`config.mk`:
```
export PLATFORM = sky130hd
export DESIGN_NAME = cache_way_flat
export DESIGN_NICKNAME = d
export VERILOG_FILES = /design/src/source/mem_pkg.sv /design/src/source/cache_pkg.sv /design/src/source/cache_ifs.sv /design/src/source/cache_way.sv /design/src/flat_wrapper.sv
export VERILOG_INCLUDE_DIRS = /design/src /design/src/source
export SDC_FILE = /design/constraint.sdc
export NUM_CORES = 1
export LEC_CHECK = 0
export BUFFER_PORTS_ARGS = -buffer_cell sky130_fd_sc_hd__buf_2
export CAP_MARGIN = 10
export CORE_UTILIZATION = 50
export DETAILED_ROUTE_END_ITERATION = 12
export PLACE_DENSITY = 0.82
export SYNTH_ARGS = -nofsm -noshare
export SYNTH_HDL_FRONTEND = slang
export SYNTH_SLANG_ARGS = --single-unit
```
`constraint.sdc`:
```
create_clock -name clk_i -period 4.6 [get_ports clk_i]
set_input_delay 0.92 -clock clk_i [delete_from_list [all_inputs] [get_ports clk_i]]
set_output_delay 0.92 -clock clk_i [all_outputs]
set_load 0.01 [all_outputs]
```
`src/source/cache_macros.svh`:
```
// cache_macros: widths, set count and memory latency for the two-way cache

`ifndef CACHE_MACROS_SVH
`define CACHE_MACROS_SVH

// word address into the backing memory
`define ADDR_WIDTH 16

// one data word per line
`define DATA_WIDTH 32

// four sets
`define SET_BITS 2
`define NUM_SETS (1 << `SET_BITS)

// everything above the set index is tag
`define TAG_BITS (`ADDR_WIDTH - `SET_BITS)

// fixed two-way organisation, one lru bit per set covers it
`define NUM_WAYS 2

// cycles from a memory command to its done strobe
`define MEM_LATENCY 3

`endif
```
`src/source/mem_pkg.sv`:
```
// mem_pkg: memory-side types, the data word and the memory command

`include "cache_macros.svh"

package mem_pkg;

    typedef logic [`DATA_WIDTH-1:0] data_t;

    typedef enum logic {
        MEM_READ  = 1'b0,
        MEM_WRITE = 1'b1
    } mem_cmd_e;

endpackage

```
`src/source/cache_pkg.sv`:
```
// cache_pkg: cache-side types for address decode, line state and controller state

`include "cache_macros.svh"

package cache_pkg;

    typedef logic [`TAG_BITS-1:0] tag_t;
    typedef logic [`SET_BITS-1:0] set_t;

    // tag sits above the set index
    typedef struct packed {
        tag_t tag;
        set_t set;
    } addr_fields_t;

    // ways decode tag and set, memory sees a flat word index
    typedef union packed {
        addr_fields_t            fields;
        logic [`ADDR_WIDTH-1:0]  word;
    } addr_u;

    typedef struct packed {
        logic valid;
        logic dirty;    // line differs from memory
    } line_state_t;

    typedef enum logic [1:0] {
        IDLE,       // waiting for a request
        RESPOND,    // one-cycle response strobe
        WRITEBACK,  // dirty victim going out
        FILL        // new word coming in
    } ctrl_state_e;

endpackage

```
`src/source/cache_ifs.sv`:
```
// cache interfaces: controller to way lookup/write, controller to backing memory

interface way_if import cache_pkg::*, mem_pkg::*; ();

    // lookup side, driven by the controller
    set_t        lookup_set;
    tag_t        lookup_tag;

    // write side, wr_en is a one-cycle strobe
    logic        wr_en;
    set_t        wr_set;
    tag_t        wr_tag;
    data_t       wr_data;
    line_state_t wr_state;

    // answers from the way, combinational
    logic        hit;
    data_t       rd_data;
    line_state_t rd_state;   // entry at lookup_set, victim candidate
    tag_t        rd_tag;

    modport ctrl (
        output lookup_set, lookup_tag,
        output wr_en, wr_set, wr_tag, wr_data, wr_state,
        input  hit, rd_data, rd_state, rd_tag
    );

    modport way (
        input  lookup_set, lookup_tag,
        input  wr_en, wr_set, wr_tag, wr_data, wr_state,
        output hit, rd_data, rd_state, rd_tag
    );

endinterface


```
`src/source/cache_way.sv`:
```
// cache_way holds data, tag and state for one way across all sets and compares tags

`include "cache_macros.svh"

module cache_way import cache_pkg::*, mem_pkg::*; (
    input  logic clk_i,
    input  logic rst_n_i,
    way_if.way   port
);

    data_t       data_q  [`NUM_SETS];
    tag_t        tag_q   [`NUM_SETS];
    line_state_t state_q [`NUM_SETS];

    line_state_t entry_state;
    tag_t        entry_tag;

    assign entry_state = state_q[port.lookup_set];
    assign entry_tag   = tag_q[port.lookup_set];

    // zero-latency lookup
    assign port.hit      = entry_state.valid && (entry_tag == port.lookup_tag);
    assign port.rd_data  = data_q[port.lookup_set];
    assign port.rd_tag   = entry_tag;
    assign port.rd_state = entry_state;

    // valid and dirty bits cleared on reset
    always_ff @(posedge clk_i) begin
        if (!rst_n_i) begin
            for (int i = 0; i < `NUM_SETS; i++) begin
                state_q[i] <= '0;
            end
        end else if (port.wr_en) begin
            state_q[port.wr_set] <= port.wr_state;
        end
    end

    // line payload
    always_ff @(posedge clk_i) begin
        if (port.wr_en) begin
            data_q[port.wr_set] <= port.wr_data;
            tag_q[port.wr_set]  <= port.wr_tag;
        end
    end

endmodule

```
`src/flat_wrapper.sv`:
```
// flat-port wrapper written by rule: the top's interface ports become plain ports
module cache_way_flat import cache_pkg::*, mem_pkg::*;
  (clk_i, rst_n_i, port_lookup_set, port_lookup_tag, port_wr_en, port_wr_set, port_wr_tag, port_wr_data, port_wr_state, port_hit, port_rd_data, port_rd_state, port_rd_tag);
  way_if port_i ();
  input  logic clk_i;
  input  logic rst_n_i;
  input wire logic [$bits(port_i.lookup_set)-1:0] port_lookup_set;
  input wire logic [$bits(port_i.lookup_tag)-1:0] port_lookup_tag;
  input wire logic [$bits(port_i.wr_en)-1:0] port_wr_en;
  input wire logic [$bits(port_i.wr_set)-1:0] port_wr_set;
  input wire logic [$bits(port_i.wr_tag)-1:0] port_wr_tag;
  input wire logic [$bits(port_i.wr_data)-1:0] port_wr_data;
  input wire logic [$bits(port_i.wr_state)-1:0] port_wr_state;
  output wire logic [$bits(port_i.hit)-1:0] port_hit;
  output wire logic [$bits(port_i.rd_data)-1:0] port_rd_data;
  output wire logic [$bits(port_i.rd_state)-1:0] port_rd_state;
  output wire logic [$bits(port_i.rd_tag)-1:0] port_rd_tag;
  assign port_i.lookup_set = port_lookup_set;
  assign port_i.lookup_tag = port_lookup_tag;
  assign port_i.wr_en = port_wr_en;
  assign port_i.wr_set = port_wr_set;
  assign port_i.wr_tag = port_wr_tag;
  assign port_i.wr_data = port_wr_data;
  assign port_i.wr_state = port_wr_state;
  assign port_hit = port_i.hit;
  assign port_rd_data = port_i.rd_data;
  assign port_rd_state = port_i.rd_state;
  assign port_rd_tag = port_i.rd_tag;
  cache_way u_core (.clk_i(clk_i), .rst_n_i(rst_n_i), .port(port_i));
endmodule
```
# Yosys cells after proc, flatten, opt, wreduce, memory -nomap -nowiden
# Memories as Yosys holds them, arrays and structs flattened.
# Cells that the tools add are included.
# classes
reduce_logical	2
mux	8
n_eq_ne	1
# ops
operator	count
== test 14 bit	1
2-to-1 mux 1 bit	6
2-to-1 mux 2 bit	2
OR reduction 2 bit	1
logical AND 1 bit	1
# totals
regBits	0
mem_bits_rw	192
out_inout_bits	49
inputBits	69
memories	3
word_cells	14
# mem_list
memory	depth	word_bits	rd	rd_clocked_by_memory_dff	wr	line_no	text
u_core.data_q	4	32	1	0	1	cache_way.sv:11	data_t data_q [`NUM_SETS];
u_core.tag_q	4	14	1	0	1	cache_way.sv:12	tag_t tag_q [`NUM_SETS];
u_core.state_q	4	2	1	0	4	cache_way.sv:13	line_state_t state_q [`NUM_SETS];

# Logic depth before layout (Yosys ltp)
# logic_depth
depth_word	5
ltp_mapped	7
depth_no_buf	5

# Worst setup path before layout
# Ideal clock, no wire load.
# synth_path
kind	input to register
from	input port_wr_en
to	memory u_core.state_q[0][0] (netlist name), enable pin
t_arrival_ns	4.524
n_path_buf	0
setup_slack_ns	-0.232
required_ns	4.292
cell_stages	3
setup_time_ns	0.308
path_cell_list	inv_1 -> nor3_1 -> nand2b_1
# synth_lines
element	line_no	text
start: declaration	flat_wrapper.sv:9	input wire logic [$bits(port_i.wr_en)-1:0] port_wr_en;
end: declaration	cache_way.sv:13	

# Worst setup path in the final report
# layout_path
from	input port_lookup_set[0]
to	output port_hit
# layout_between
elab_chain_len	3
elab_cells_between_ends	4
classes_between	1 x eq/ne; 1 x reduce/logical; 2 x memory
# layout_rtl
element	line_no	text
start: declaration	flat_wrapper.sv:7	input wire logic [$bits(port_i.lookup_set)-1:0] port_lookup_set;
memory read (4 x 14 bit)	--	
== test 14 bit	cache_way.sv:22	assign port.hit = entry_state.valid && (entry_tag == port.lookup_tag);
logical AND 1 bit (*)	cache_way.sv:22	
end: declaration	flat_wrapper.sv:14	output wire logic [$bits(port_i.hit)-1:0] port_hit;
# Every way passes the cells marked *; elsewhere a longest branch is shown, timed or not.

==> flow_summary.ini <==
[run_status]
outcome = completed

[clock_network]
path_clk_slew_ns = 0.06
ctsResizeCount = 0
cts_hold_buf = 0
cts_buffers = 17
cts_tree = built
htree_levels = 4
root_buffer = clkbuf_16
post_cts_buffers = 0
clkSinkCount = 192
cts_max_path_buffers = 2

[final_layout]
stdcell_count = 629
fin_nets = 504
areaGrowthSynthToFinish_pct = 19.8
drive_gt1_share_pct = 45.5
fillCellCount = 965

[logic_synthesis]
synth_compound_area_share_pct = 0.517
synth_top_family_by_area = multiplexers
synth_xor_area_share_pct = 1.57
ys_seq_area_share_pct = 79.5
netlist_instances = 304
synthDistinctLibCells = 26
synthSimpleGateAreaFrac_pct = 1.81
syn_area_per_cell_um2 = 23.9
synth-adder-area-share_pct = 0
muxShareOfSynthArea_pct = 15.4
synth_seq_cells = 192
yosys_warnings = 0
syn_area_um2 = 7250
syn-num-nets = 373

[pwr]
total_power_w = 0.00384
leakagePower_nw = 3.04
peakVddDrop_mv = 0.361
power_density_nw_per_um2 = 442

[detailed_routing]
firstDrtPassIters = 4
ant_nets = 0
drcViolationCount = 0
drt_wl_total_mm = 12.5
drt-initial-drc-count = 192
vias = 3446
avgViaCountPerCell = 5.48
wl_per_cell_um = 19.9

[floorplan]
dieHeight_um = 122
dieArea_um2 = 15000
initial_utilization_pct = 51.7
top_level_ports = 118
die_w_um = 122
row_count = 43
coreArea_um2 = 14000

[sta]
setup_viol = 0
tns_ns = 0
rsz0062_at_grt = no
hold_viol_final = 0
period_needed_ns = 3.87
slew_headroom_pct = 26.3
max_slew.worst_pin.slew_ns = 1.10
maxClockFrequency_ghz = 0.258
finalCritPeriodShare_pct = 84.2
slew_violations = 0

[global_route]
antenna_found_initial = 2
grt_pass1_wl_mm = 18.7
first_global_vias = 3460
grt_overflow = 0
track_usage_pct = 17.8
grt_max_degree = 48

[placed_design]
numPlacedInstances = 596
routabilityCongestion = 0.732
io_buffers = 117
dpl.hpwl_mm = 7.79

[worst_setup_path]
critPathRequiredTime_ns = 3.68
worstPathArrival_ns = 2.95
crit_type = input pin to output port
crit_fanout = 24
crit_path_end_kind = output port
cp-start-kind = input pin

[run]
drv_cap = 0

[min_path]
hold_path.class = input pin to flip-flop
cells by family (layout without fill, tap and decap cells):
kind of cell	after synthesis	after routing
multiplexers	55	55
buffers and inverters	16	160
AO/OA/AOI/OAI	5	5
AND/OR/NAND/NOR	23	23
other	0	1
XOR/XNOR	13	13
flip-flops	192	192
Yosys cell counts:
master / count / share of area, %
xnor2_1: 8 / 0.97
nor4_2: 2 / 0.34
buf_1: 1 / 0.052
inv_1: 4 / 0.21
mux4_2: 45 / 14
buf_6: 3 / 0.47
edfxtp_1: 192 / 79
nand4_1: 1 / 0.086
nor3_1: 3 / 0.21
o211ai_1: 1 / 0.10
buf_2: 5 / 0.34
buf_4: 1 / 0.10
mux2i_1: 10 / 1.4
nor2b_1: 1 / 0.086
nand3b_1: 1 / 0.10
and3_1: 1 / 0.086
o21ai_0: 1 / 0.069
a211oi_1: 1 / 0.10
nand3_1: 2 / 0.14
xor2_1: 5 / 0.60
nand2_1: 1 / 0.052
clkbuf_1: 2 / 0.10
o2111ai_1: 1 / 0.12
nor2_1: 7 / 0.36
a221oi_1: 1 / 0.12
nand2b_1: 4 / 0.34
area by class of cell:
cell class                      instances  area, µm²  area share (%)
Tap cell                              180        225            2.59
Sequential cell                       192       5770            66.3
Multi-Input combinational cell         96       1420            16.3
Clock buffer                           18        429            4.94
Clock inverter                         14        195            2.25
Antenna cell                            1       2.50          0.0288
Timing Repair Buffer                  124        641            7.37
Inverter                                4       15.0           0.173
stage by stage:
step	hold WS (ns)	utilization [%]	setup WS [ns]	instance area, µm²
after global routing	0.687	61.9	0.483	8690
after detailed placement	1.14	57.4	0.658	8060
after CTS	0.687	61.9	0.644	8690
after floorplan	1.02	-	1.12	7260
after global placement	1.13	57.4	0.707	8060
final	0.712	61.9	0.725	8690
sequential cells by signal, summed over array words and instances (netlist names):
signal and count:
u_core.state_q 8, u_core.tag_q 56, u_core.data_q 128
critical path, stage by stage:
cell and delay, ns:
buf_4 0.36, buf_4 0.47, mux4_2 0.62, xor2_1 0.17, nor4_2 0.23, buf_2 0.16
layout by cell type, fill, tap and decap left out, drive strengths merged, types with 2 or more instances in the layout:
cell type  synthesis  final
edfxtp           192    192
nor3               3      3
buf               10    124
xor2               5      5
mux2i             10     10
xnor2              8      8
inv                4      4
nand3              2      2
nand2b             4      4
clkinv             0      8
nor4               2      2
clkbuf             2     18
nor2               7      7
bufinv             0      5
mux4              45     45
power by group:
part	switching [W]	total (W)	internal (W)
Combinational	0.000151	0.000279	0.000128
Clock	0.000571	0.00152	0.000953
Sequential	0.0000202	0.00204	0.00202
worst paths after layout:
path	start	endpoint	slack, ns	cells past startpoint
max	port_lookup_set[0]	port_hit	0.73	6
min	port_wr_tag[1]	u_core.tag_q[2][1]$_DFFE_PP_	0.71	1
routing by layer:
| metal | GRT usage [%] | part of all wire [%] | vias to the layer above |
|---|---|---|---|
| met4 | 6.33 | 0.81 | 2 |
| met5 | 0 | 0.10 | - |
| met3 | 7.57 | 8.5 | 15 |
| met2 | 27.9 | 50 | 142 |
| li1 | - | - | 1546 |
| met1 | 22.2 | 40 | 1741 |
Power figures use the tool's default switching activity.
