[src/source/cache_macros.svh]
// cache_macros: widths, set count and memory latency for the two-way cache

`ifndef CACHE_MACROS_SVH
`define CACHE_MACROS_SVH

// word address into the backing memory
`define ADDR_WIDTH 16

// one data word per line
`define DATA_WIDTH 32

// four sets
`define SET_BITS 2
`define NUM_SETS (1 << `SET_BITS)

// everything above the set index is tag
`define TAG_BITS (`ADDR_WIDTH - `SET_BITS)

// fixed two-way organisation, one lru bit per set covers it
`define NUM_WAYS 2

// cycles from a memory command to its done strobe
`define MEM_LATENCY 3

`endif
[src/source/mem_pkg.sv]
// mem_pkg: memory-side types, the data word and the memory command

`include "cache_macros.svh"

package mem_pkg;

    typedef logic [`DATA_WIDTH-1:0] data_t;

    typedef enum logic {
        MEM_READ  = 1'b0,
        MEM_WRITE = 1'b1
    } mem_cmd_e;

endpackage

[src/source/cache_pkg.sv]
// cache_pkg: cache-side types for address decode, line state and controller state

`include "cache_macros.svh"

package cache_pkg;

    typedef logic [`TAG_BITS-1:0] tag_t;
    typedef logic [`SET_BITS-1:0] set_t;

    // tag sits above the set index
    typedef struct packed {
        tag_t tag;
        set_t set;
    } addr_fields_t;

    // ways decode tag and set, memory sees a flat word index
    typedef union packed {
        addr_fields_t            fields;
        logic [`ADDR_WIDTH-1:0]  word;
    } addr_u;

    typedef struct packed {
        logic valid;
        logic dirty;    // line differs from memory
    } line_state_t;

    typedef enum logic [1:0] {
        IDLE,       // waiting for a request
        RESPOND,    // one-cycle response strobe
        WRITEBACK,  // dirty victim going out
        FILL        // new word coming in
    } ctrl_state_e;

endpackage

[src/source/cache_ifs.sv]
// cache interfaces: controller to way lookup/write, controller to backing memory

interface way_if import cache_pkg::*, mem_pkg::*; ();

    // lookup side, driven by the controller
    set_t        lookup_set;
    tag_t        lookup_tag;

    // write side, wr_en is a one-cycle strobe
    logic        wr_en;
    set_t        wr_set;
    tag_t        wr_tag;
    data_t       wr_data;
    line_state_t wr_state;

    // answers from the way, combinational
    logic        hit;
    data_t       rd_data;
    line_state_t rd_state;   // entry at lookup_set, victim candidate
    tag_t        rd_tag;

    modport ctrl (
        output lookup_set, lookup_tag,
        output wr_en, wr_set, wr_tag, wr_data, wr_state,
        input  hit, rd_data, rd_state, rd_tag
    );

    modport way (
        input  lookup_set, lookup_tag,
        input  wr_en, wr_set, wr_tag, wr_data, wr_state,
        output hit, rd_data, rd_state, rd_tag
    );

endinterface

interface mem_if import cache_pkg::*, mem_pkg::*; ();

    logic     cmd_valid;    // one-cycle strobe, one command in flight
    mem_cmd_e cmd;
    addr_u    addr;
    data_t    wdata;
    data_t    rdata;        // valid with done on reads
    logic     done;

    modport ctrl (
        output cmd_valid, cmd, addr, wdata,
        input  rdata, done
    );

    modport mem (
        input  cmd_valid, cmd, addr, wdata,
        output rdata, done
    );

endinterface

[src/source/cache_ctrl.sv]
// cache_ctrl combines way hits, keeps per-set lru and runs the miss, write-back and fill FSM

`include "cache_macros.svh"

module cache_ctrl import cache_pkg::*, mem_pkg::*; (
    input  logic  clk_i,
    input  logic  rst_n_i,
    input  logic  req_valid_i,
    input  logic  req_we_i,
    input  addr_u req_addr_i,
    input  data_t req_wdata_i,
    output logic  rsp_valid_o,
    output data_t rsp_rdata_o,
    output logic  rsp_hit_o,
    way_if.ctrl   way0,
    way_if.ctrl   way1,
    mem_if.ctrl   mem
);

    ctrl_state_e state_q;
    logic [`NUM_SETS-1:0] lru_q;            // names the way to evict next
    logic [$clog2(`NUM_WAYS)-1:0] victim_q;

    // latched request
    addr_u req_q;
    logic  req_we_q;
    data_t req_wdata_q;

    logic     cmd_valid_q;
    mem_cmd_e mem_cmd_q;
    addr_u    mem_addr_q;
    data_t    mem_wdata_q;

    data_t rsp_rdata_q;
    logic  rsp_hit_q;

    addr_u       cur_addr;
    logic        any_hit;
    data_t       hit_data;
    logic        victim_sel;
    line_state_t victim_state;
    data_t       victim_data;
    logic        victim_dirty;
    addr_u       wb_addr;
    logic        wr_hit;
    logic        fill_done;
    data_t       fill_data;
    line_state_t new_state;

    // live request in IDLE and the latched one during a miss
    assign cur_addr = (state_q == IDLE) ? req_addr_i : req_q;

    assign way0.lookup_set = cur_addr.fields.set;
    assign way0.lookup_tag = cur_addr.fields.tag;
    assign way1.lookup_set = cur_addr.fields.set;
    assign way1.lookup_tag = cur_addr.fields.tag;

    assign any_hit  = way0.hit | way1.hit;
    assign hit_data = way1.hit ? way1.rd_data : way0.rd_data;

    assign victim_sel   = lru_q[cur_addr.fields.set];
    assign victim_state = victim_sel ? way1.rd_state : way0.rd_state;
    assign victim_data  = victim_sel ? way1.rd_data : way0.rd_data;
    assign victim_dirty = victim_state.valid && victim_state.dirty;

    always_comb begin
        wb_addr.fields.tag = victim_sel ? way1.rd_tag : way0.rd_tag;
        wb_addr.fields.set = cur_addr.fields.set;
    end

    assign wr_hit    = (state_q == IDLE) && req_valid_i && req_we_i && any_hit;
    assign fill_done = (state_q == FILL) && mem.done;
    assign fill_data = req_we_q ? req_wdata_q : mem.rdata;

    always_comb begin
        new_state.valid = 1'b1;
        new_state.dirty = fill_done ? req_we_q : 1'b1;  // write hit always dirties
    end

    // write strobe goes to the hit way or to the victim at the end of a fill
    assign way0.wr_en = (wr_hit && !way1.hit) || (fill_done && victim_q == 1'b0);
    assign way1.wr_en = (wr_hit && way1.hit) || (fill_done && victim_q == 1'b1);

    assign way0.wr_set   = cur_addr.fields.set;
    assign way0.wr_tag   = cur_addr.fields.tag;
    assign way0.wr_data  = fill_done ? fill_data : req_wdata_i;
    assign way0.wr_state = new_state;
    assign way1.wr_set   = cur_addr.fields.set;
    assign way1.wr_tag   = cur_addr.fields.tag;
    assign way1.wr_data  = fill_done ? fill_data : req_wdata_i;
    assign way1.wr_state = new_state;

    assign mem.cmd_valid = cmd_valid_q;
    assign mem.cmd       = mem_cmd_q;
    assign mem.addr      = mem_addr_q;
    assign mem.wdata     = mem_wdata_q;

    assign rsp_valid_o = (state_q == RESPOND);
    assign rsp_rdata_o = rsp_rdata_q;
    assign rsp_hit_o   = rsp_hit_q;

    always_ff @(posedge clk_i) begin
        if (!rst_n_i) begin
            state_q     <= IDLE;
            lru_q       <= '0;
            cmd_valid_q <= 1'b0;
        end else begin
            cmd_valid_q <= 1'b0;
            case (state_q)
                IDLE: begin
                    if (req_valid_i) begin
                        if (any_hit) begin
                            lru_q[cur_addr.fields.set] <= ~way1.hit; // other way is lru
                            state_q <= RESPOND;
                        end else begin
                            state_q     <= victim_dirty ? WRITEBACK : FILL;
                            cmd_valid_q <= 1'b1;
                        end
                    end
                end
                WRITEBACK: begin
                    if (mem.done) begin
                        state_q     <= FILL;
                        cmd_valid_q <= 1'b1;    // fetch follows the write-back
                    end
                end
                FILL: begin
                    if (mem.done) begin
                        lru_q[req_q.fields.set] <= ~victim_q;
                        state_q <= RESPOND;
                    end
                end
                default: state_q <= IDLE;       // RESPOND lasts one cycle
            endcase
        end
    end

    always_ff @(posedge clk_i) begin
        case (state_q)
            IDLE: begin
                if (req_valid_i) begin
                    req_q       <= req_addr_i;
                    req_we_q    <= req_we_i;
                    req_wdata_q <= req_wdata_i;
                    victim_q    <= victim_sel;
                    rsp_hit_q   <= any_hit;
                    rsp_rdata_q <= req_we_i ? req_wdata_i : hit_data;
                    mem_cmd_q   <= victim_dirty ? MEM_WRITE : MEM_READ;
                    mem_addr_q  <= victim_dirty ? wb_addr : req_addr_i;
                    mem_wdata_q <= victim_data;
                end
            end
            WRITEBACK: begin
                if (mem.done) begin
                    mem_cmd_q  <= MEM_READ;
                    mem_addr_q <= req_q;
                end
            end
            FILL: begin
                if (mem.done) begin
                    rsp_rdata_q <= fill_data;   // write data on a write miss
                end
            end
            default: ;
        endcase
    end

endmodule

[src/flat_wrapper.sv]
// flat-port wrapper written by rule: the top's interface ports become plain ports
module cache_ctrl_flat import cache_pkg::*, mem_pkg::*;
  (clk_i, rst_n_i, req_valid_i, req_we_i, req_addr_i, req_wdata_i, rsp_valid_o, rsp_rdata_o, rsp_hit_o, way0_lookup_set, way0_lookup_tag, way0_wr_en, way0_wr_set, way0_wr_tag, way0_wr_data, way0_wr_state, way0_hit, way0_rd_data, way0_rd_state, way0_rd_tag, way1_lookup_set, way1_lookup_tag, way1_wr_en, way1_wr_set, way1_wr_tag, way1_wr_data, way1_wr_state, way1_hit, way1_rd_data, way1_rd_state, way1_rd_tag, mem_cmd_valid, mem_cmd, mem_addr, mem_wdata, mem_rdata, mem_done);
  way_if way0_i ();
  way_if way1_i ();
  mem_if mem_i ();
  input  logic clk_i;
  input  logic rst_n_i;
  input  logic req_valid_i;
  input  logic req_we_i;
  input  addr_u req_addr_i;
  input  data_t req_wdata_i;
  output logic rsp_valid_o;
  output data_t rsp_rdata_o;
  output logic rsp_hit_o;
  output wire logic [$bits(way0_i.lookup_set)-1:0] way0_lookup_set;
  output wire logic [$bits(way0_i.lookup_tag)-1:0] way0_lookup_tag;
  output wire logic [$bits(way0_i.wr_en)-1:0] way0_wr_en;
  output wire logic [$bits(way0_i.wr_set)-1:0] way0_wr_set;
  output wire logic [$bits(way0_i.wr_tag)-1:0] way0_wr_tag;
  output wire logic [$bits(way0_i.wr_data)-1:0] way0_wr_data;
  output wire logic [$bits(way0_i.wr_state)-1:0] way0_wr_state;
  input wire logic [$bits(way0_i.hit)-1:0] way0_hit;
  input wire logic [$bits(way0_i.rd_data)-1:0] way0_rd_data;
  input wire logic [$bits(way0_i.rd_state)-1:0] way0_rd_state;
  input wire logic [$bits(way0_i.rd_tag)-1:0] way0_rd_tag;
  output wire logic [$bits(way1_i.lookup_set)-1:0] way1_lookup_set;
  output wire logic [$bits(way1_i.lookup_tag)-1:0] way1_lookup_tag;
  output wire logic [$bits(way1_i.wr_en)-1:0] way1_wr_en;
  output wire logic [$bits(way1_i.wr_set)-1:0] way1_wr_set;
  output wire logic [$bits(way1_i.wr_tag)-1:0] way1_wr_tag;
  output wire logic [$bits(way1_i.wr_data)-1:0] way1_wr_data;
  output wire logic [$bits(way1_i.wr_state)-1:0] way1_wr_state;
  input wire logic [$bits(way1_i.hit)-1:0] way1_hit;
  input wire logic [$bits(way1_i.rd_data)-1:0] way1_rd_data;
  input wire logic [$bits(way1_i.rd_state)-1:0] way1_rd_state;
  input wire logic [$bits(way1_i.rd_tag)-1:0] way1_rd_tag;
  output wire logic [$bits(mem_i.cmd_valid)-1:0] mem_cmd_valid;
  output wire logic [$bits(mem_i.cmd)-1:0] mem_cmd;
  output wire logic [$bits(mem_i.addr)-1:0] mem_addr;
  output wire logic [$bits(mem_i.wdata)-1:0] mem_wdata;
  input wire logic [$bits(mem_i.rdata)-1:0] mem_rdata;
  input wire logic [$bits(mem_i.done)-1:0] mem_done;
  assign way0_lookup_set = way0_i.lookup_set;
  assign way0_lookup_tag = way0_i.lookup_tag;
  assign way0_wr_en = way0_i.wr_en;
  assign way0_wr_set = way0_i.wr_set;
  assign way0_wr_tag = way0_i.wr_tag;
  assign way0_wr_data = way0_i.wr_data;
  assign way0_wr_state = way0_i.wr_state;
  assign way0_i.hit = way0_hit;
  assign way0_i.rd_data = way0_rd_data;
  assign way0_i.rd_state = way0_rd_state;
  assign way0_i.rd_tag = way0_rd_tag;
  assign way1_lookup_set = way1_i.lookup_set;
  assign way1_lookup_tag = way1_i.lookup_tag;
  assign way1_wr_en = way1_i.wr_en;
  assign way1_wr_set = way1_i.wr_set;
  assign way1_wr_tag = way1_i.wr_tag;
  assign way1_wr_data = way1_i.wr_data;
  assign way1_wr_state = way1_i.wr_state;
  assign way1_i.hit = way1_hit;
  assign way1_i.rd_data = way1_rd_data;
  assign way1_i.rd_state = way1_rd_state;
  assign way1_i.rd_tag = way1_rd_tag;
  assign mem_cmd_valid = mem_i.cmd_valid;
  assign mem_cmd = mem_i.cmd;
  assign mem_addr = mem_i.addr;
  assign mem_wdata = mem_i.wdata;
  assign mem_i.rdata = mem_rdata;
  assign mem_i.done = mem_done;
  cache_ctrl u_core (.clk_i(clk_i), .rst_n_i(rst_n_i), .req_valid_i(req_valid_i), .req_we_i(req_we_i), .req_addr_i(req_addr_i), .req_wdata_i(req_wdata_i), .rsp_valid_o(rsp_valid_o), .rsp_rdata_o(rsp_rdata_o), .rsp_hit_o(rsp_hit_o), .way0(way0_i), .way1(way1_i), .mem(mem_i));
endmodule
[config.mk]
export PLATFORM = sky130hd
export DESIGN_NAME = cache_ctrl_flat
export DESIGN_NICKNAME = d
export VERILOG_FILES = /design/src/source/mem_pkg.sv /design/src/source/cache_pkg.sv /design/src/source/cache_ifs.sv /design/src/source/cache_ctrl.sv /design/src/flat_wrapper.sv
export VERILOG_INCLUDE_DIRS = /design/src /design/src/source
export SDC_FILE = /design/constraint.sdc
export NUM_CORES = 1
export LEC_CHECK = 0
export ABC_AREA = 0
export BUFFER_PORTS_ARGS = -buffer_cell sky130_fd_sc_hd__buf_2
export CORE_AREA = 2 2 154 156
export CTS_CLUSTER_DIAMETER = 80
export DETAILED_ROUTE_END_ITERATION = 8
export DIE_AREA = 0 0 156 158
export GPL_ROUTABILITY_DRIVEN = 0
export PLACE_DENSITY = 0.7
export SLEW_MARGIN = 30
export SYNTH_ARGS = -nofsm -noshare
export SYNTH_HDL_FRONTEND = slang
export SYNTH_SLANG_ARGS = --single-unit
[constraint.sdc]
create_clock -name clk_i -period 9.7 [get_ports clk_i]
set_clock_uncertainty 0.2 [all_clocks]
set_input_delay 1.455 -clock clk_i [delete_from_list [all_inputs] [get_ports clk_i]]
set_output_delay 1.455 -clock clk_i [all_outputs]
set_load 0.05 [all_outputs]
## Word-level counts from Yosys, hierarchy flattened

Cells that the tools add are included.
Widths: inputs -> output; s select.

- $lt $le $gt $ge: 4
- Eq/ne operators: 7
- Multiplexer cells: 42
- Bitwise operators: 3
- Reductions and logical operators: 22

Operator list:

| kind | count |
|---|---|
| $mux 32 | 7 |
| $mux 16 | 4 |
| $pmux 32 s2 | 1 |
| $pmux 16 s2 | 1 |
| $mux 14 | 1 |
| $mux 4 | 3 |
| $logic_and 1x1->1 | 11 |
| $mux 1 | 11 |
| $mux 2 | 5 |
| $reduce_and 3->1 | 3 |
| $bwmux 4 | 2 |
| $pmux 4 s2 | 1 |
| $lt 2x3->1 const B | 2 |
| $ne 2x2->1 const B | 3 |
| $pmux 2 s3 | 1 |
| $demux 1 s2 | 2 |
| $eq 2x2->1 const B | 2 |
| $ge 2x1->1 const B | 2 |
| $pmux 1 s2 | 2 |
| $reduce_and 4->1 | 1 |
| $reduce_bool 2->1 | 2 |
| $bmux 1 s2 | 1 |
| $eq 2x1->1 const B | 1 |
| $logic_not 2->1 | 1 |
| 6 further kinds | 8 |

- Bits in registers: 139
- Input bits: 183
- Word-level logic and storage cells: 90

## Logic depth before layout (Yosys ltp)

- Depth after elaboration: 10
- Mapped depth: 9
- Mapped depth without buffers: 7

## Worst setup path before layout

Ideal clock, no wire load.

- Path kind: input -> output
- Start: input port req_valid_i
- End: output port way0_wr_en
- Data arrival time: 3.933 ns
- Slack: 4.112 ns
- Cell stages on the path: 4
- Cells stage by stage: nand2_1 -> inv_1 -> nand4b_1 -> o21ai_0

- Longest elaborated chain between the ends: 5

Ends and longest elaborated chain:

| element | line | source |
|---|---|---|
| start, declared | flat_wrapper.sv:9 | `input logic req_valid_i;` |
| $logic_and 1x1->1 (3 in a row) | cache_ctrl.sv:71 | `assign wr_hit = (state_q == IDLE) && req_valid_i && req_we_i && any_hit;` |
| $logic_and 1x1->1 | cache_ctrl.sv:81 | `assign way0.wr_en = (wr_hit && !way1.hit) \|\| (fill_done && victim_q == 1'b0);` |
| $logic_or 1x1->1 | cache_ctrl.sv:81 |  |
| end, declared | flat_wrapper.sv:18 | `output wire logic [$bits(way0_i.wr_en)-1:0] way0_wr_en;` |

Every way passes these cells.

## Worst setup path in the final report

- Start: register u_core.state_q[1]
- End: output port way1_wr_data[0]

- Longest elaborated chain between the ends: 3

Ends and longest elaborated chain:

| element | line | source |
|---|---|---|
| start, declared | cache_ctrl.sv:20 | `ctrl_state_e state_q;` |
| start signal, assigned | cache_ctrl.sv:116 | `state_q <= victim_dirty ? WRITEBACK : FILL;` |
| $eq 2x2->1 | cache_ctrl.sv:72 | `assign fill_done = (state_q == FILL) && mem.done;` |
| $logic_and 1x1->1 | cache_ctrl.sv:72 |  |
| $mux 32 | cache_ctrl.sv:90 | `assign way1.wr_data = fill_done ? fill_data : req_wdata_i;` |
| end, declared | flat_wrapper.sv:32 | `output wire logic [$bits(way1_i.wr_data)-1:0] way1_wr_data;` |

Every way passes these cells.

==> results.md <==
- Status: finished clean
- Cell family with most CP delay: buffers and inverters
- Antenna Nets Post-Route: 0
- Vias in the first global route: ~6,400
- Synth Flop Type: edfxtp_1
- IO Pins: 401
- Largest net degree at the start of global routing: 68
- Adder-Cell Fraction of Synth Area: 0
- CP startpoint kind: flop
- DP Cell Count: approximately 1,300
- Worst path slowest cell: dfxtp_1
- Post-CTS Resized: 0
- Drt pass-1 iters: 5
- DP HPWL: between 15 and 20 mm
- Least-Margin Pin Slew: 0.920 ns
- Routed wire length: 26.1 mm
- Crit path DAT: 3.03 ns
- Synth Area in Simple Gates: 0.112
- Layout cell share with drive strength beyond 1: 0.485
- Seq cells post-synth: roughly 140
- DRC Markers: 0
- Via count: around 6,800
- Grt total ovfl: 0
- Final Hold Fails: 0
- Area growth, synth to finish: 28.2%
- Met1 GRT Util: 0.234
- Hold path depth: 2
- Max-cap violations: 0
- Mapped Area: 7970 um2
- Min Clock Period, post-route: 4.69 ns
- Dpl cell area: 9580 um2
- Unrepaired setup endpoints after global routing: no
- Longest Clk Path Bufs: 2
- Total power: 2.08 mW
- Design Area, Final: 10,200 um2
- Setup ws final: 5.01 ns
- Count leader, synth: edfxtp_1
- Cts-stage hold buffer count: 0
- Cells along the critical path: inv_1 > nor2_1 > nand2_2 > buf_4 > o21ai_0 > buf_2
- Tcrit/Tclk final: 0.483
- WHS: 0.324 ns
- H-tree depth: 4
- Yosys warning total: 0
- Pwr/cell area: 204 nW/um2
- Worst skew pair latency: about 0.42 ns
- Number of enable flip-flop cells after synthesis: 132
- Syn avg cell area: 11.0 um2
- Hold Path Class: reg2reg
- Setup crit end kind: output port
- Fillers: roughly 2,200
- M2 GR Usage: 0.356
- Worst path depth: 6
- Met3 usage: 0.0427
- Clk sinks: 139
- Setup TNS: 0 ns
- Post-synthesis compound-gate area fraction: 0.110
- Post-CTS setup buffer count: 0
- Data required time of the critical path: 8.05 ns
- Clock Pin Slew Worst Setup and Hold Paths: 0.07 ns
- Area contributors post-synth: edfxtp_1 50%, mux2i_1 8.4%, buf_4 8.0%, mux2_2 6.5%, o21ai_0 6.4%
- Total CTS buffers: 17
- CTS tree: done
- Unique cell type count in the Yosys netlist: 55
- Die width: around 160 um
- Synth top area share: 0.497
- Initial antenna violation count: 1
- NumNets Final: around 1,200
- Mux cell area share after synthesis: 0.155
- Critical path buffers and inverters: 3
- Combinational family with the most area after synthesis: multiplexers
- Pre-CTS setup slack: 5.14 ns
- Row cnt: 56
- Max Fclk: 213 MHz
- Synth Instances: 728
- CTS Root Cell: clkbuf_16
- VDD IR max: 0.0952 mV
- Area leader, netlist: edfxtp_1
- Port Buf Inserts: 398
- FFs w/ async S/R, synth: 0
- CP peak stage delay: between 0.6 and 0.7 ns
- Lkg Pwr: 4.57 nW
- Post-synthesis sequential area ratio: 0.515
- Finished Layout Cells: 1,331
- Core Area: ~23,000 um2
- DR WL/cell: around 20 um
- DRT iter0 DRCs: 348
- Full die area: between 20,000 and 25,000 um2
- Post-synth top cells: 132 x edfxtp_1, 117 x nand2_1, 102 x o21ai_0, 85 x buf_4, 67 x mux2i_1
- Drt via density: 5.08
- Initial Util: 0.346
- Critical path class: reg2out
- Slew Viols, Final: 0
- First-pass GRT wire length: 36.8 mm
- Endpoints failing setup: 0
- Gr usage total: 0.201
- Max FO, Critical Path: 67
- Reg2reg path depth: 8
- Final Util: 0.443
- Die height: 158 um
- Grt peak-use layer: met2
- Post-synthesis xor/xnor area fraction: 0
- Rel. slew slack: 0.384
-- final timing paths --
kind                          start  slack (ns)                 end
setup / recovery  u_core.state_q[1]        5.01     way1_wr_data[0]
hold / removal      u_core.lru_q[2]        0.32     u_core.lru_q[2]
setup reg to reg  u_core.state_q[1]        5.99  u_core.mem.addr[0]
hold reg to reg     u_core.lru_q[2]        0.32     u_core.lru_q[2]
-- cell type report --
| class | count | area, um2 | share of cell area |
|---|---|---|---|
| clock buffers | 18 | 429 | 0.0420 |
| diodes | 1 | 2.50 | 0.000245 |
| well taps | 290 | 363 | 0.0355 |
| multi-input cells | 454 | 3020 | 0.295 |
| inverters | 7 | 28.8 | 0.00282 |
| clock inverters | 14 | 209 | 0.0204 |
| repair buffers | 408 | 2070 | 0.202 |
| flip-flops and latches | 139 | 4100 | 0.401 |
-- placed cells by master, fill, tap and decap left out, drive strengths merged, types with 3 or more instances in the layout --
cell | synthesis | final
buf | 98 | 408
edfxtp | 132 | 132
nand2 | 117 | 117
o21ai | 106 | 106
mux2i | 68 | 68
mux2 | 48 | 48
clkbuf | 31 | 18
nor3 | 18 | 18
nor2 | 15 | 15
inv | 7 | 12
nor4 | 9 | 9
o41ai | 8 | 8
nand3 | 7 | 7
dfxtp | 7 | 7
nand3b | 5 | 5
clkinv | 0 | 5
nor2b | 4 | 4
nand2b | 4 | 4
bufinv | 0 | 4
a21oi | 4 | 4
a211oi | 3 | 3
nand4 | 3 | 3
o211ai | 3 | 3
a41oi | 3 | 3
o311a | 3 | 3
-- worst reg2reg max path: stages (launching register included) --
cell     delay (ns)
dfxtp_1        0.49
nor2_2         0.21
buf_4          0.32
mux2i_4        0.33
inv_2          0.12
and3_1         0.41
nor3_4         0.73
o31a_1         0.30
mux2_1         0.34
-- cells by family (layout without fill, tap and decap cells) --
kind of cell | count (synthesis) | after routing
buffers and inverters | 136 | 447
and+or+nand+nor | 191 | 191
AOI/OAI and AO/OA | 145 | 145
DFF | 139 | 139
other | 1 | 3
muxes | 116 | 116
-- layer usage --
| layer | part of all wire | vias to the layer above |
|---|---|---|
| met5 | 0 | - |
| met4 | 0.029 | 0 |
| met3 | 0.079 | 40 |
| met2 | 0.50 | 371 |
| met1 | 0.39 | 3168 |
| li1 | - | 3186 |
-- report_power, final --
group | leakage (nW) | switching (mW) | internal, mW | total [mW]
sequential | 1.32 | 0.0186 | 0.726 | 0.744
combinational | 2.94 | 0.468 | 0.153 | 0.621
clock | 0.313 | 0.280 | 0.438 | 0.718
total | 4.57 | 0.767 | 1.32 | 2.08
-- sequential cells by signal, summed over array words and instances, names as in the netlist --
signal	flops
u_core.rsp_hit_o	1
u_core.rsp_rdata_o	32
u_core.req_q	16
u_core.lru_q	4
u_core.victim_q	1
u_core.state_q	2
u_core.req_we_q	1
u_core.mem.wdata	32
u_core.mem.addr	16
u_core.req_wdata_q	32
u_core.mem.cmd	1
u_core.mem.cmd_valid	1
(Power assumes the default switching activity.)
